### config.mk
export PLATFORM = sky130hd
export DESIGN_NAME = trickbox
export DESIGN_NICKNAME = d
export VERILOG_FILES = /design/src/source/mem_map_pkg.sv /design/src/source/trickbox.sv
export SDC_FILE = /design/constraint.sdc
export NUM_CORES = 1
export LEC_CHECK = 0
export ABC_AREA = 1
export BUFFER_PORTS_ARGS = -buffer_cell sky130_fd_sc_hd__buf_4
export CORE_UTILIZATION = 47
export DETAILED_ROUTE_END_ITERATION = 12
export GPL_TIMING_DRIVEN = 0
export PLACE_DENSITY = 0.83
export SKIP_LAST_GASP = 1
export SYNTH_ARGS = -nofsm -noshare
export SYNTH_HDL_FRONTEND = slang
export SYNTH_SLANG_ARGS = --single-unit
### constraint.sdc
create_clock -name clock -period 1.7 [get_ports clock]
set_input_delay 0.425 -clock clock [delete_from_list [all_inputs] [get_ports clock]]
set_output_delay 0.425 -clock clock [all_outputs]
set_load 0.005 [all_outputs]
### src/source/mem_map_pkg.sv
`default_nettype none

package mem_map_pkg;

  // Upper 16 bits select the trickbox window.
  localparam logic [31:0] trickbox_base = 32'hffff_0000;

  // Register offsets inside the window.
  localparam logic [31:0] tb_cycle_offset   = 32'd0;
  localparam logic [31:0] tb_scratch_offset = 32'd4;
  localparam logic [31:0] tb_console_offset = 32'd8;

endpackage

`default_nettype wire

### src/source/trickbox.sv
`default_nettype none

module trickbox import mem_map_pkg::*; #(
  parameter int addr_width = 32
) (
  input  logic                  clock,
  input  logic                  reset_n,

  input  logic [addr_width-1:0] addr,
  input  logic                  read,
  input  logic                  write,
  input  logic [31:0]           data_in,

  output logic [31:0]           data_out,
  output logic                  taken,
  output logic [7:0]            console_data,
  output logic                  console_valid
);

  logic        in_window;
  logic [15:0] offset;
  logic        wr_access;
  logic [31:0] cycle_count;
  logic [31:0] scratch;

  assign in_window = addr[addr_width-1:16] == trickbox_base[addr_width-1:16];
  assign offset    = addr[15:0];
  assign taken     = in_window && (read || write);
  assign wr_access = taken && write;

  // Free-running since reset.
  always_ff @(posedge clock or negedge reset_n) begin
    if (!reset_n) begin
      cycle_count <= 32'd0;
    end else begin
      cycle_count <= cycle_count + 32'd1;
    end
  end

  // Whole word is written, lanes are ignored here.
  always_ff @(posedge clock or negedge reset_n) begin
    if (!reset_n) begin
      scratch <= 32'd0;
    end else if (wr_access && offset == tb_scratch_offset[15:0]) begin
      scratch <= data_in;
    end
  end

  always_ff @(posedge clock or negedge reset_n) begin
    if (!reset_n) begin
      console_valid <= 1'b0;
    end else begin
      console_valid <= wr_access && offset == tb_console_offset[15:0];
    end
  end

  always_ff @(posedge clock) begin
    if (wr_access && offset == tb_console_offset[15:0]) begin
      console_data <= data_in[7:0];
    end
  end

  // Console and unmapped offsets read as zero.
  always_comb begin
    if (offset == tb_cycle_offset[15:0]) begin
      data_out = cycle_count;
    end else if (offset == tb_scratch_offset[15:0]) begin
      data_out = scratch;
    end else begin
      data_out = 32'd0;
    end
  end

endmodule

`default_nettype wire

==> metrics <==
status complete, but fails checks; violated checks negative setup slack; die height between 90 and 100 um; Leak between 0.002 and 0.003 uW; WP data required around 1.3 ns; fin. max-slew vios 0; # DRC 0; vias per cell about 5.4; Area contributors post-synth dfrtp_1 (43%), nand2_1 (19%), nand3_1 (8.0%); Peak VDD IR ~430 uV; PortBufs around 110; sw frac 22.2%; Startpoint Class primary input; ys async rst share about nine tenths; Fin Setup TNS -10.12 ns; Pre-antenna DRT Iters 5; GPL Wtd Cong about 0.9; Yosys reg bits 73; TritonCTS clock tree done; initial antenna violation count 0; WP data arrival between 1.5 and 2 ns; Total GRT Usage between 20% and 30%; hold slack between 0.1 and 0.15 ns; PD cells 639 mW/mm^2; count leader, synth nand2_1; fin util 70.2%; CP Class in -> out; Highest Clock Rate 485 MHz; core area about 0.0077 mm^2; Synth Area per Inst just under 8 um^2; clk_skew about 0.011 ns; CTS Root Cell clkbuf_8; Area Overhead vs Synth 44.1%; Initial Util 48.7%; Rows 32; final critical-path share of the clock period 121%; Clock Power Share roughly 44%; Clock Sink Count 73; clock latency on the worst-skew pair roughly 0.37 ns; H-tree depth 3; clk buf depth 2; worst-path fanout max 6; ANT nets after route 0; synth warn 0; share of cells above drive strength 1 34.9%; unrepaired setup endpoints after global routing true; syn nets around 560; Tmin final ~2.1 ns; worst hold path class in -> async; largest net degree at the start of global routing 66; Worst Max-Slew Pin Slew roughly 0.8 ns; first-pass GRT wire length 17700 um; post-synth top area cell dfrtp_1; reg2reg setup slack 0 ns; vias in the first global route around 3800; most frequent cells after synthesis nand2_1 (195), dfrtp_1 (65), nand3_1 (60), nor2_1 (40), inv_1 (38); Post-Synthesis Cells just under 500; TritonCTS buffer count 9; Seq/Total Area, Yosys approximately half; Worst Slack Setup Final -0.361 ns; Sw Pwr 769 uW; P_int ~2700 uW; I/O Pins 110; die width between 90 and 100 um; top cell type's share of synthesized area 43.2%; # hold bufs at CTS 0; 1st-iter DRT viols ~370; ant diodes 0; routed length per instance 15.9 um; Final setup viols 32; Combinational Power Share roughly 5.5%; post-DP HPWL roughly 7600 um; Overall Power roughly 3500 uW; Max Cap Violations 0; Post-synth EDFFs 8; library cells used by synthesis 21; CP Capture Type output pin; Seq pwr share roughly half; Reg clk slew, reported paths roughly 0.080 ns; final hold violations 0; DR vias slightly below 4000; Post-synth top flop dfrtp_1; Max-Slew Margin vs Limit 45.1%; total gr overflow 0; final wirelength 11600 um; area of the mapped netlist between 0.003 and 0.004 mm^2; layout net count 694; Die ar. approximately 0.0084 mm^2
[critical path, cell delays in order]
cell     delay, ns
buf_4         0.12
nor2_4        0.07
nand2_2       0.07
nor2_4        0.15
nand2_2       0.09
nor2_4        0.11
buf_8         0.16
buf_6         0.14
nand2_1       0.06
o21ai_1       0.09
buf_4         0.15
[registers in the layout, summed over array words and instances, names as in the netlist]
register,cells
scratch,32
cycle_count,32
console_data,8
console_valid,1
[cell usage in the layout, fill, tap and decap left out, drive strengths merged]
cell type,synthesis,routed
and3,2,2
clkbuf,4,13
nor2,45,45
nor3,13,13
clkinv,0,2
inv,38,40
nand4,3,3
or2,1,1
o21ai,25,25
dfrtp,65,65
bufinv,0,2
xor2,18,18
ha,1,1
buf,11,135
nand3,60,60
edfxtp,8,8
nand2,196,196
clkinvlp,0,1
[cell families after synthesis]
kind of cell               after synthesis  share of synthesized area, %
buffers and inverters                   53                          6.81
adders and majority gates                1                         0.332
and+or+nand+nor                        320                          35.8
xor gates and xnor gates                18                          4.19
AOI/OAI and AO/OA                       25                          3.32
DFF                                     73                          49.6
[stage by stage]
step           std cells  setup WS, ns  instance area (um^2)
2_1_floorplan        490        -0.104                  3790
3_3_place_gp         701        -0.757                  4740
3_5_place_dp         701        -0.775                  4740
4_1_cts              731        -0.323                  5260
5_1_grt              732        -0.393                  5430
6_report             732        -0.361                  5430
[metal layers]
layer  vias to the layer above  wire (um)  global-route usage (%)
met2                       184       6020                    46.3
met1                      1894       4490                    33.2
met4                         0        459                    15.9
met3                        38        669                    4.52
met5                         -          0                       0
li1                       1816          -                       -
[worst paths after layout]
check,startpoint,endpoint,cells past startpoint
max,addr[15],data_out[10],11
min reg2reg,scratch[20]$_DFFE_PN0P_,scratch[20]$_DFFE_PN0P_,2
max in group asynchronous,reset_n,scratch[6]$_DFFE_PN0P_,1
min,reset_n,cycle_count[29]$_DFF_PN0_,1
max reg2reg,cycle_count[0]$_DFF_PN0_,cycle_count[22]$_DFF_PN0_,8
min in group clock,data_in[0],console_data[0]$_DFFE_PP_,1
[power groups by stage]
| stage | clock, uW | combinational [uW] | sequential [uW] |
|---|---|---|---|
| final | 1520 | 190 | 1760 |
| after global routing | 1590 | 209 | 1760 |
| after CTS | 1530 | 189 | 1760 |
| after detailed placement | 0 | 178 | 1800 |
| after global placement | 0 | 173 | 1800 |
| after floorplan | 0 | 19.5 | 1800 |
[repair_timing]
action                     in CTS  in global routing
resized for setup              82                 43
buffers inserted                9                  1
pin swaps                      10                  6
gates cloned                    5                  0
setup endpoints to repair      32                 42
[area by class of cell]
cell class                      count  area [um^2]
Clock buffer                        9          124
Tap cell                          102          128
Inverter                           38          143
Fill cell                         530         2300
Multi-Input combinational cell    364         1940
Buffer                             15          149
Sequential cell                    73         1870
Clock inverter                      7         92.6
Timing Repair Buffer              124          983
(Power assumes the default switching activity.)
