--- config.mk ---
export PLATFORM = sky130hd
export DESIGN_NAME = mem_stage_flat
export DESIGN_NICKNAME = d
export VERILOG_FILES = /design/src/source/pipe_types_pkg.sv /design/src/source/cache_bus_if.sv /design/src/source/mem_stage.sv /design/src/flat_wrapper.sv
export SDC_FILE = /design/constraint.sdc
export NUM_CORES = 1
export LEC_CHECK = 0
export BUFFER_PORTS_ARGS = -buffer_cell sky130_fd_sc_hd__buf_2
export CORE_AREA = 2 2 131 133
export CTS_CLUSTER_DIAMETER = 30
export CTS_CLUSTER_SIZE = 30
export DETAILED_ROUTE_END_ITERATION = 12
export DIE_AREA = 0 0 133 135
export GPL_TIMING_DRIVEN = 0
export MAX_ROUTING_LAYER = met4
export PLACE_DENSITY = 0.55
export SLEW_MARGIN = 20
export SYNTH_ARGS = -nofsm -noshare
export SYNTH_HDL_FRONTEND = slang
export SYNTH_SLANG_ARGS = --single-unit
--- constraint.sdc ---
create_clock -name clock -period 2.8 [get_ports clock]
set_input_delay 0.28 -clock clock [delete_from_list [all_inputs] [get_ports clock]]
set_output_delay 0.28 -clock clock [all_outputs]
set_load 0.01 [all_outputs]
--- src/source/pipe_types_pkg.sv ---
`default_nettype none

package pipe_types_pkg;

  // Access width of a load or store.
  typedef enum logic [1:0] {
    op_ls_word     = 2'd0,
    op_ls_halfword = 2'd1,
    op_ls_byte     = 2'd2
  } ls_op_t;

  // Where the store operand comes from.
  typedef enum logic {
    fwd_none            = 1'b0,
    fwd_from_memwb_late = 1'b1
  } fwd_t;

endpackage

`default_nettype wire

--- src/source/cache_bus_if.sv ---
`default_nettype none

// Level request with waitrequest, one word per access.
interface cache_bus_if #(
  parameter int addr_width = 32
);

  logic                  rd;
  logic                  wr;
  logic [addr_width-1:0] addr;
  logic [31:0]           wr_data;
  logic [3:0]            wr_be;
  logic [31:0]           rd_data;
  logic                  waitrequest;

  modport master (
    output rd, wr, addr, wr_data, wr_be,
    input  rd_data, waitrequest
  );

  modport slave (
    input  rd, wr, addr, wr_data, wr_be,
    output rd_data, waitrequest
  );

endinterface

`default_nettype wire

--- src/source/mem_stage.sv ---
`default_nettype none

module mem_stage import pipe_types_pkg::*; #(
  parameter int addr_width = 32
) (
  input  logic                  clock,
  input  logic                  reset_n,

  cache_bus_if.master           cache,

  input  logic                  load_inst,
  input  logic                  store_inst,
  input  ls_op_t                ls_op,
  input  logic                  ls_sext,
  input  logic [31:0]           alu_result,
  input  logic [31:0]           result_2,
  input  logic [31:0]           result_from_mem_wb,
  input  fwd_t                  b_fwd_from,

  output logic [31:0]           result,
  output logic                  stall,

  output logic [addr_width-1:0] tb_addr,
  output logic                  tb_read,
  output logic                  tb_write,
  output logic [31:0]           tb_data,
  input  logic [31:0]           tb_rdata,
  input  logic                  tb_taken
);

  logic        stall_d1;
  logic [31:0] memwb_retained;
  logic [31:0] word_st;
  logic [1:0]  byte_off;
  logic [31:0] load_word;
  logic [31:0] load_result;
  logic [7:0]  lane_byte;
  logic [15:0] lane_half;

  // ########################################
  // Store data selection and retention
  // ########################################

  always_ff @(posedge clock or negedge reset_n) begin
    if (!reset_n) begin
      stall_d1 <= 1'b0;
    end else begin
      stall_d1 <= stall;
    end
  end

  // Captured on the first stalled cycle only.
  always_ff @(posedge clock or negedge reset_n) begin
    if (!reset_n) begin
      memwb_retained <= 32'd0;
    end else if (stall && !stall_d1) begin
      memwb_retained <= result_from_mem_wb;
    end
  end

  always_comb begin
    if (b_fwd_from == fwd_from_memwb_late) begin
      word_st = stall_d1 ? memwb_retained : result_from_mem_wb;
    end else begin
      word_st = result_2;
    end
  end

  assign byte_off = alu_result[1:0];

  // ########################################
  // Routing between trickbox and cache
  // ########################################

  assign tb_addr  = alu_result[addr_width-1:0];
  assign tb_read  = load_inst;
  assign tb_write = store_inst;
  assign tb_data  = word_st;

  assign cache.rd   = load_inst && !tb_taken;
  assign cache.wr   = store_inst && !tb_taken;
  assign cache.addr = {2'b00, alu_result[addr_width-1:2]};

  assign stall = cache.waitrequest;

  // Big-endian lanes, offset 0 sits in bits 31:24.
  always_comb begin
    cache.wr_data = word_st;
    cache.wr_be   = 4'b1111;
    case (ls_op)
      op_ls_byte: begin
        cache.wr_data = {4{word_st[7:0]}};
        cache.wr_be   = 4'b1000 >> byte_off;
      end
      op_ls_halfword: begin
        cache.wr_data = {2{word_st[15:0]}};
        cache.wr_be   = byte_off[1] ? 4'b0011 : 4'b1100;
      end
      default: ;
    endcase
  end

  // ########################################
  // Load steering and extension
  // ########################################

  assign load_word = tb_taken ? tb_rdata : cache.rd_data;

  always_comb begin
    case (byte_off)
      2'd0:    lane_byte = load_word[31:24];
      2'd1:    lane_byte = load_word[23:16];
      2'd2:    lane_byte = load_word[15:8];
      default: lane_byte = load_word[7:0];
    endcase
    lane_half = byte_off[1] ? load_word[15:0] : load_word[31:16];
  end

  always_comb begin
    case (ls_op)
      op_ls_byte:
        load_result = {{24{ls_sext && lane_byte[7]}}, lane_byte};
      op_ls_halfword:
        load_result = {{16{ls_sext && lane_half[15]}}, lane_half};
      default:
        load_result = load_word;
    endcase
  end

  // Non-memory instructions pass the ALU result through.
  assign result = load_inst ? load_result : alu_result;

endmodule

`default_nettype wire

--- src/flat_wrapper.sv ---
// flat-port wrapper written by rule: the top's interface ports become plain ports
module mem_stage_flat import pipe_types_pkg::*;
#(
  parameter int addr_width = 32
)
  (clock, reset_n, load_inst, store_inst, ls_op, ls_sext, alu_result, result_2, result_from_mem_wb, b_fwd_from, result, stall, tb_addr, tb_read, tb_write, tb_data, tb_rdata, tb_taken, cache_rd, cache_wr, cache_addr, cache_wr_data, cache_wr_be, cache_rd_data, cache_waitrequest);
  cache_bus_if #(.addr_width(addr_width)) cache_i ();
  input  logic clock;
  input  logic reset_n;
  input  logic load_inst;
  input  logic store_inst;
  input  ls_op_t ls_op;
  input  logic ls_sext;
  input  logic [31:0] alu_result;
  input  logic [31:0] result_2;
  input  logic [31:0] result_from_mem_wb;
  input  fwd_t b_fwd_from;
  output logic [31:0] result;
  output logic stall;
  output logic [addr_width-1:0] tb_addr;
  output logic tb_read;
  output logic tb_write;
  output logic [31:0] tb_data;
  input  logic [31:0] tb_rdata;
  input  logic tb_taken;
  output wire logic [$bits(cache_i.rd)-1:0] cache_rd;
  output wire logic [$bits(cache_i.wr)-1:0] cache_wr;
  output wire logic [$bits(cache_i.addr)-1:0] cache_addr;
  output wire logic [$bits(cache_i.wr_data)-1:0] cache_wr_data;
  output wire logic [$bits(cache_i.wr_be)-1:0] cache_wr_be;
  input wire logic [$bits(cache_i.rd_data)-1:0] cache_rd_data;
  input wire logic [$bits(cache_i.waitrequest)-1:0] cache_waitrequest;
  assign cache_rd = cache_i.rd;
  assign cache_wr = cache_i.wr;
  assign cache_addr = cache_i.addr;
  assign cache_wr_data = cache_i.wr_data;
  assign cache_wr_be = cache_i.wr_be;
  assign cache_i.rd_data = cache_rd_data;
  assign cache_i.waitrequest = cache_waitrequest;
  mem_stage #(.addr_width(addr_width)) u_core (.clock(clock), .reset_n(reset_n), .cache(cache_i), .load_inst(load_inst), .store_inst(store_inst), .ls_op(ls_op), .ls_sext(ls_sext), .alu_result(alu_result), .result_2(result_2), .result_from_mem_wb(result_from_mem_wb), .b_fwd_from(b_fwd_from), .result(result), .stall(stall), .tb_addr(tb_addr), .tb_read(tb_read), .tb_write(tb_write), .tb_data(tb_data), .tb_rdata(tb_rdata), .tb_taken(tb_taken));
endmodule
==> results of run 1 <==
[routing by layer]
layer	wire, µm	up-vias
met3	1510	20
li1	-	2640
met2	9670	254
met1	9530	2611
met5	0	-
met4	312	0
[what timing repair did]
action | CTS | global route
endpoints found under the setup margin | 1 | 10
setup buffers | 0 | 0
gates resized for setup | 1 | 3
[metrics by stage]
stage / power, W / hold WS (ns)
after floorplan: 0.00131 / -0.0156
after global placement: 0.00186 / 0.421
after detailed placement: 0.00186 / 0.424
after CTS: 0.00240 / 0.117
after global routing: 0.00252 / 0.145
final: 0.00238 / 0.0850
[sequential cells by signal, summed over array words and instances, names as in the netlist]
name and flops:
u_core.memwb_retained 32, u_core.stall_d1 1
[how the worst min path moves through the flow]
stage / cells after the start / to
after floorplan: 0 / u_core.memwb_retained[0]$_DFFE_PN0P_
after global placement: 1 / u_core.memwb_retained[1]$_DFFE_PN0P_
after detailed placement: 1 / u_core.memwb_retained[7]$_DFFE_PN0P_
after CTS: 1 / u_core.memwb_retained[30]$_DFFE_PN0P_
after global routing: 1 / u_core.memwb_retained[7]$_DFFE_PN0P_
final: 1 / u_core.memwb_retained[7]$_DFFE_PN0P_
[kinds of logic after synthesis]
logic type               synth area share
adder cells (fa/ha/maj)           0.00552
buffers and inverters               0.212
AO/OA/AOI/OAI                       0.194
flip-flops                          0.182
other                            0.000827
AND/OR/NAND/NOR                     0.145
multiplexers                        0.261
[layout make-up]
cell class | count | area, µm² | area share
clock buffers | 5 | 125 | 0.0189
inverters | 37 | 139 | 0.0210
plain buffers | 120 | 823 | 0.124
repair buffers | 333 | 1670 | 0.252
flip-flops and latches | 33 | 826 | 0.125
clock inverters | 1 | 5.00 | 0.000756
well taps | 220 | 275 | 0.0416
multi-input cells | 385 | 2750 | 0.416
diodes | 2 | 5.00 | 0.000756
[worst max-delay path, delay by kind of cell, from the launching register on]
family,cells,cell delay (ns)
DFF,1,0.31
AOI/OAI and AO/OA,2,0.74
buffers and inverters,4,0.69
muxes,1,0.24
and+or+nand+nor,1,0.07
[synth_stat cells, types with 2 or more instances]
cell type | number | share of area
ha_1 | 2 | 0.0055
mux2_2 | 33 | 0.082
mux2_4 | 4 | 0.013
nand2b_1 | 2 | 0.0028
mux4_2 | 7 | 0.035
buf_2 | 12 | 0.013
clkbuf_1 | 18 | 0.015
nor2_1 | 63 | 0.052
a32o_1 | 6 | 0.013
or2_1 | 4 | 0.0055
a21o_1 | 9 | 0.015
inv_1 | 37 | 0.031
nand2_1 | 24 | 0.020
buf_4 | 81 | 0.13
o21ai_0 | 22 | 0.024
or2_2 | 3 | 0.0041
mux2i_1 | 58 | 0.13
a21oi_1 | 40 | 0.044
nor2b_1 | 10 | 0.014
buf_1 | 5 | 0.0041
o221ai_1 | 17 | 0.033
buf_12 | 2 | 0.0088
and2_1 | 2 | 0.0028
nand3_1 | 35 | 0.039
o22ai_1 | 15 | 0.021
o21ai_1 | 7 | 0.0077
dfrtp_1 | 33 | 0.18
a221oi_1 | 8 | 0.015
[report_power, final]
group | switching, W | internal (W)
Clock | 0.000204 | 0.000317
Combinational | 0.000704 | 0.000578
Sequential | 0.0000319 | 0.000546
[cells in the final DEF, fill, tap and decap left out, drive strengths merged, types with 2 or more instances in the layout]
cell type / count
a32o: 6
nand2: 24
o221ai: 18
conb: 2
and2: 2
dfrtp: 33
nor2: 64
nor2b: 10
a21oi: 40
buf: 434
a21o: 9
a31oi: 2
clkbuf: 24
inv: 37
o21ai: 29
nand2b: 2
mux4: 7
nand3: 35
diode: 2
mux2i: 58
o22ai: 16
or2: 7
mux2: 38
ha: 2
a221oi: 8
==> results.cfg, run 1 <==
[yosys]
syn_avg_cell_area_um2 = 7.90
syn_area_um2 = 4530
seq_area_frac_synth = 0.182
synth_edf_count = 0
synth_ff_type = dfrtp_1
yosysWarnings = 0
async_reset_ff_frac = 1.00
netlist-cell-type-count = 43
syn_inst = 574
ys_ff_latch = 33

[run_status]
status = finished clean

[timing]
setup_viol = 0
period_minus_slack_ns = 2.62
worst_pin_slew_ns = 0.825
fin_crit_sh = 0.937
worst_clock_skew_ns = 0.00455
fin_ws_ns = 0.175
drv_slew = 0
slew_headroom = 0.450
hold_violations = 0
rsz0062_at_grt = no
totalNegativeSetupSlack_ns = 0
max_freq_mhz = 381

[clocking]
htreeDepth = 2
cts_root_buf = clkbuf_16
cts_buffer_depth = 2
cts_buffers = 5
cts_hold_buf = 0
worstSkewPairLatency_ns = 0.28
numClockSinks = 33
cts_tree = built
clk_pin_slew_ns = 0.05

[job]
cap_violations = 0

[worst_hold_path]
hold_path.class = in -> async

[setup_path]
crit_top_cell = buf_2
worst_ep_required_time_ns = 2.52
worstSetupStartpoint = u_core.stall_d1$_DFF_PN0_
timing.rr.end = u_core.memwb_retained[31]$_DFFE_PN0P_
critical_path.max_fanout = 10
crit_end = cache_wr_data[28]
cp-start-kind = register
endpoint_kind = primary output
crit_type = reg -> out
slowest_delay_ns = 0.48
timing.rr.start = u_core.stall_d1$_DFF_PN0_
crit_path_cell_trace = buf_2 -> buf_4 -> mux2i_1 -> a21o_1 -> inv_1 -> a221oi_1 -> nor2_1 -> buf_2
cp_slowest_cell = a221oi_1
r2r_cells = 5
critical_path_arrival_ns = 2.34
regToRegSetupSlack_ns = 1.14

[power_and_ir_drop]
p_per_area_nw_per_um2 = 360
power_leakage_nw = 3.57
power.ir.vdd_worst_mv = 0.213

[routing]
drc = 0
ant_nets = 0
drt_wl_total_um = 21000
drtIter0Drc = 269
vias = 5525
first_pass_iters = 5
avgRoutedWirePerCell_um = 18.5
vias_per_cell = 4.86

[cells_and_area]
layoutNonFillerInstCount = 1136
fillers = 1735
num-nets-final = 1087
drive_above_1_share = 0.537
fin_util = 0.403
syn_to_final_growth_pct = 46.0
final_area_um2 = 6620

[floorplan]
die_h_um = 135
initial_core_util = 0.276
io-pin-count = 339
core_area_um2 = 16400
die_x_um = 133
rows = 47
die_area_um2 = 18000

[placed_design]
io_buffers = 333
placed_cell_area_um2 = 6480
post-place-ws_ns = 0.0243
place_inst = 1128
dpl.hpwl_um = 17500
gp_congestion = 0.909

[global_routing]
grt_use_met2 = 0.343
grt_pass1_vias = 5095
use_met3 = 0.0477
grt_max_degree = 34
grt_util_all_layers = 0.225
gr-usage-met1 = 0.309
overflow = 0
busiest_layer = met2
antenna_found_initial = 2
grt_pass1_wl_um = 30000
No activity file was read; power rests on OpenSTA's default activity.
==> run 2, diff against run 1 <==
- ABC_AREA: not set -> 1
- CORE_AREA: 2 2 131 133 -> 2 2 132 134
- DIE_AREA: 0 0 133 135 -> 0 0 134 136
- PLACE_DENSITY: 0.55 -> 0.53
==> results.cfg, run 2 <==
[routing]
vias = 5791
first_pass_iters = 5
ant_nets = 0
drc = 0
avgRoutedWirePerCell_um = 16.4
drtIter0Drc = 247
vias_per_cell = 4.53
drt_wl_total_um = 21000

[clocking]
post_cts_buffers = 0
cts_hold_buf = 0
cts_buffers = 5
cts_resized = 0
cts_buffer_depth = 2
cts_tree = built
clk_pin_slew_ns = 0.06
numClockSinks = 33
cts_root_buf = clkbuf_16
worstSkewPairLatency_ns = 0.28
htreeDepth = 2

[cells_and_area]
register_area_um2 = 826
final_common_cell = buf_2
multi_input_area_um2 = 2420
num-nets-final = 1222
syn_to_final_growth_pct = 49.7
largest_reg_flops = 32
reg_top3 = u_core.memwb_retained x32, u_core.stall_d1 x1
fillers = 1894
layoutNonFillerInstCount = 1277
drive_above_1_share = 0.449
largest_register = u_core.memwb_retained
final_cell_mix = buf_2, nand2_1, buf_4

[power_and_ir_drop]
p_seq_frac = 0.251
net-switching-power_w = 0.000912
power_leakage_nw = 3.67
clkPwrFrac = 0.248
p_per_area_nw_per_um2 = 361
power.ir.vdd_worst_mv = 0.254
swShare = 0.398
power.internal_w = 0.00138
comb_power_share = 0.501

[global_routing]
grt_pass1_wl_um = 30800
grt_max_degree = 34
grt_pass1_vias = 5523
antenna_found_initial = 1
grt_util_all_layers = 0.226
overflow = 0

[setup_path]
worst_ep_required_time_ns = 2.52
critical_path.max_fanout = 10
critical_path_arrival_ns = 2.39
crit_type = reg -> out
cp-start-kind = register
endpoint_kind = primary output

[placed_design]
dpl.hpwl_um = 17400
post-place-ws_ns = 0.264
place_inst = 1268
io_buffers = 333
gp_congestion = 0.851

[yosys]
synth_edf_count = 0
yosysWarnings = 0
yosys.area.top_type = dfrtp_1
async_reset_ff_frac = 1.00
netlist-cell-type-count = 29
seq_area_frac_synth = 0.195
synthTopCellsByArea = dfrtp_1, nand2_1, buf_4, o21ai_0, nor2_1
synth_ff_type = dfrtp_1
yosysTopAreaCellShare = 0.195
synthTopCellsByCount = nand2_1, buf_4, o21ai_0
synthMostInstantiatedCell = nand2_1
syn_inst = 709
syn_avg_cell_area_um2 = 5.98
syn_area_um2 = 4240
ys_ff_latch = 33

[timing]
setup_viol = 0
rsz0062_at_grt = no
worst_clock_skew_ns = 0.00784
hold_violations = 0
worst_pin_slew_ns = 0.776
fin_crit_sh = 0.954
fin_ws_ns = 0.128
slew_headroom = 0.483
drv_slew = 0
totalNegativeSetupSlack_ns = 0
period_minus_slack_ns = 2.67
max_freq_mhz = 374

[floorplan]
io-pin-count = 339
core_area_um2 = 16900
rows = 48
initial_core_util = 0.251
die_h_um = 136
die_area_um2 = 18200
die_x_um = 134

[job]
cap_violations = 0

[worst_hold_path]
hold_path.class = in -> async

[run_status]
status = finished clean
[run 2: cells by family (layout without fill, tap and decap cells)]
group,after synthesis,after routing,synth area share
AOI/OAI and AO/OA,170,170,0.230
adders and majority gates,2,2,0.00590
buffers and inverters,183,524,0.235
DFF,33,33,0.195
muxes,23,23,0.0590
other,1,3,0.000885
and+or+nand+nor,297,297,0.275
[run 2: worst paths after layout]
path                                                      startpoint                               endpoint  depth (start not counted)  slack, ns
worst min-delay path                                         reset_n  u_core.memwb_retained[11]$_DFFE_PN0P_                          1       0.07
worst max register to register             u_core.stall_d1$_DFF_PN0_  u_core.memwb_retained[13]$_DFFE_PN0P_                          6       0.96
min in group clock                                 cache_waitrequest              u_core.stall_d1$_DFF_PN0_                          1       0.17
worst min register to register  u_core.memwb_retained[5]$_DFFE_PN0P_   u_core.memwb_retained[5]$_DFFE_PN0P_                          2       0.49
worst max-delay path                       u_core.stall_d1$_DFF_PN0_                      cache_wr_data[13]                          8       0.13
max in group asynchronous                                    reset_n  u_core.memwb_retained[23]$_DFFE_PN0P_                          1       2.22
[run 2: metal layers]
layer	up-vias	part of all wire	GRT usage
met2	269	0.51	0.415
met1	2611	0.40	0.255
met4	0	0.025	0.0668
li1	2883	-	-
met5	-	0	-
met3	28	0.066	0.0298
[run 2: layout make-up]
class,instances,area share
Tap cell,225,0.0444
Inverter,67,0.0396
Antenna cell,1,0.000394
Buffer,116,0.117
Timing Repair Buffer,333,0.263
Clock inverter,2,0.00217
Sequential cell,33,0.130
Multi-Input combinational cell,494,0.382
Clock buffer,6,0.0219
[run 2: power by group through the flow]
stage | Combinational (W) | Clock, W | Sequential (W)
after floorplan | 0.000639 | 0 | 0.000573
after global placement | 0.00115 | 0 | 0.000579
after detailed placement | 0.00116 | 0 | 0.000581
after CTS | 0.00116 | 0.000580 | 0.000574
after global routing | 0.00126 | 0.000606 | 0.000583
final | 0.00115 | 0.000567 | 0.000575
[run 2: through the flow]
stage | total power [W] | cell area (µm²) | util | hold slack [ns]
2_1_floorplan | 0.00121 | 4240 | - | -0.0156
3_3_place_gp | 0.00173 | 6190 | 0.367 | 0.406
3_5_place_dp | 0.00174 | 6190 | 0.367 | 0.408
4_1_cts | 0.00231 | 6340 | 0.376 | 0.101
5_1_grt | 0.00245 | 6340 | 0.376 | 0.144
6_report | 0.00229 | 6340 | 0.376 | 0.0738
[run 2: critical path: stages, from the launching register on]
cell and delay [ns]:
dfrtp_1 0.43, buf_2 0.28, clkbuf_1 0.40, o211ai_1 0.15, o21ai_0 0.29, o21ai_0 0.16
nand2_1 0.14, o21ai_0 0.09, buf_2 0.17
==> run 3, diff against run 2 <==
--- a/config.mk
+++ b/config.mk
@@ -17,2 +17,3 @@
 export PLACE_DENSITY = 0.53
+export REMOVE_ABC_BUFFERS = 1
 export SLEW_MARGIN = 20
--- a/constraint.sdc
+++ b/constraint.sdc
@@ -3,2 +3,2 @@
 set_output_delay 0.28 -clock clock [all_outputs]
-set_load 0.01 [all_outputs]
+set_load 0.005 [all_outputs]
==> results.cfg, run 3 (same netlist as run 2, synthesis figures left out) <==
[cells_and_area]
final_area_um2 = 5690
fillers = 1907
largest_reg_flops = 32
drive_above_1_share = 0.416
num-nets-final = 1111
fin_util = 0.337
reg_top3 = u_core.memwb_retained x32, u_core.stall_d1 x1
final_common_cell = buf_2
final_cell_mix = buf_2, nand2_1, o21ai_0
syn_to_final_growth_pct = 34.3
largest_register = u_core.memwb_retained

[timing]
period_minus_slack_ns = 2.63
fin_crit_sh = 0.938
hold_violations = 0
worst_clock_skew_ns = 0.00250
rsz0062_at_grt = no
drv_slew = 0
slew_headroom = 0.443
fin_ws_ns = 0.173
max_freq_mhz = 381
setup_viol = 0
worst_pin_slew_ns = 0.831
totalNegativeSetupSlack_ns = 0

[routing]
vias = 5272
drtIter0Drc = 311
vias_per_cell = 4.52
ant_nets = 0
first_pass_iters = 5
drt_wl_total_um = 17700
avgRoutedWirePerCell_um = 15.2
drc = 0

[power_and_ir_drop]
swShare = 0.367
p_seq_frac = 0.275
power.ir.vdd_worst_mv = 0.228
p_per_area_nw_per_um2 = 368
comb_power_share = 0.445
power.internal_w = 0.00132
clkPwrFrac = 0.280
power_leakage_nw = 3.25
net-switching-power_w = 0.000768
finalPower_w = 0.00209

[setup_path]
critical_path.max_fanout = 35
cp_slowest_cell = buf_4
worst_ep_required_time_ns = 2.52
timing.rr.start = u_core.stall_d1$_DFF_PN0_
worstPathBufferInverterCount = 4
crit_top_cell = nand2_1
slowest_delay_ns = 0.35
r2r_cells = 4
regToRegSetupSlack_ns = 0.36
crit_type = in -> out
cpLargestDelayFamily = simple AND/OR/NAND/NOR gates
crit_path_cell_trace = buf_4 -> inv_2 -> nand2_1 -> nand3_1 -> nand2_1 -> inv_2 -> nand2_2 -> nand2_1 -> nand2_2 -> nand3_4 -> a21oi_1 -> buf_2
endpoint_kind = primary output
timing.rr.end = u_core.memwb_retained[18]$_DFFE_PN0P_
cp-start-kind = input port
critical_path_arrival_ns = 2.35

[clocking]
numClockSinks = 33
cts_hold_buf = 0
cts_buffer_depth = 2
clk_pin_slew_ns = 0.05
post_cts_buffers = 0
worstSkewPairLatency_ns = 0.28
htreeDepth = 2
cts_tree = built
cts_buffers = 5
cts_root_buf = clkbuf_16

[floorplan]
initial_core_util = 0.251
rows = 48
io-pin-count = 339
core_area_um2 = 16900
die_h_um = 136
die_area_um2 = 18200
die_x_um = 134

[global_routing]
grt_pass1_wl_um = 26100
antenna_found_initial = 1
grt_max_degree = 65
overflow = 0
grt_util_all_layers = 0.189
grt_pass1_vias = 4624

[placed_design]
io_buffers = 336
post-place-ws_ns = -0.522
placed_cell_area_um2 = 5510
gp_congestion = 0.862
dpl.hpwl_um = 13800

[worst_hold_path]
hold_path.class = in -> async

[run_status]
status = finished clean

[job]
cap_violations = 0
[run 3: worst max path at each step]
stage	startpoint	end	slack, ns	cells after the start
CTS	ls_op[0]	result[0]	0.06	10
detailed placement	ls_op[0]	result[0]	-0.52	10
finish	tb_taken	result[18]	0.17	12
floorplan	u_core.stall_d1$_DFF_PN0_	u_core.memwb_retained[16]$_DFFE_PN0P_	-0.17	3
global placement	u_core.stall_d1$_DFF_PN0_	u_core.memwb_retained[19]$_DFFE_PN0P_	-1.84	3
global route	tb_taken	result[17]	0.008	12
[run 3: cell type report]
class / count / area [µm²] / share of cell area
Inverter: 67 / 258 / 0.0453
Clock inverter: 1 / 5.00 / 0.000879
Clock buffer: 7 / 153 / 0.0268
Antenna cell: 1 / 2.50 / 0.000440
Timing Repair Buffer: 338 / 1730 / 0.303
Sequential cell: 33 / 827 / 0.145
Multi-Input combinational cell: 494 / 2440 / 0.428
Tap cell: 225 / 282 / 0.0495
[run 3: power by group through the flow]
stage	Combinational [W]	Sequential, W	Clock [W]
floorplan	0.000418	0.000578	0
global placement	0.000915	0.000588	0
detailed placement	0.000930	0.000583	0
CTS	0.000938	0.000575	0.000605
global route	0.00105	0.000587	0.000638
finish	0.000930	0.000576	0.000586
[run 3: through the flow]
step,std cells,hold slack (ns)
4_1_cts,1165,0.116
3_3_place_gp,1155,0.422
6_report,1166,0.0886
3_5_place_dp,1157,0.420
2_1_floorplan,594,-0.0156
5_1_grt,1166,0.150
[run 3: what timing repair did]
| item | 4_1_cts | 5_1_grt |
|---|---|---|
| setup endpoints to repair | 40 | 7 |
| gates resized for setup | 4 | 2 |
| pin swaps | 0 | 0 |
[run 3: metal layers]
layer	track usage	vias up	wire length, µm	share of wire
li1	-	2662	-	-
met1	0.283	2419	8520	0.48
met2	0.277	180	8070	0.46
met3	0.0216	11	995	0.056
met4	0.0254	0	128	0.0072
met5	-	-	0	0
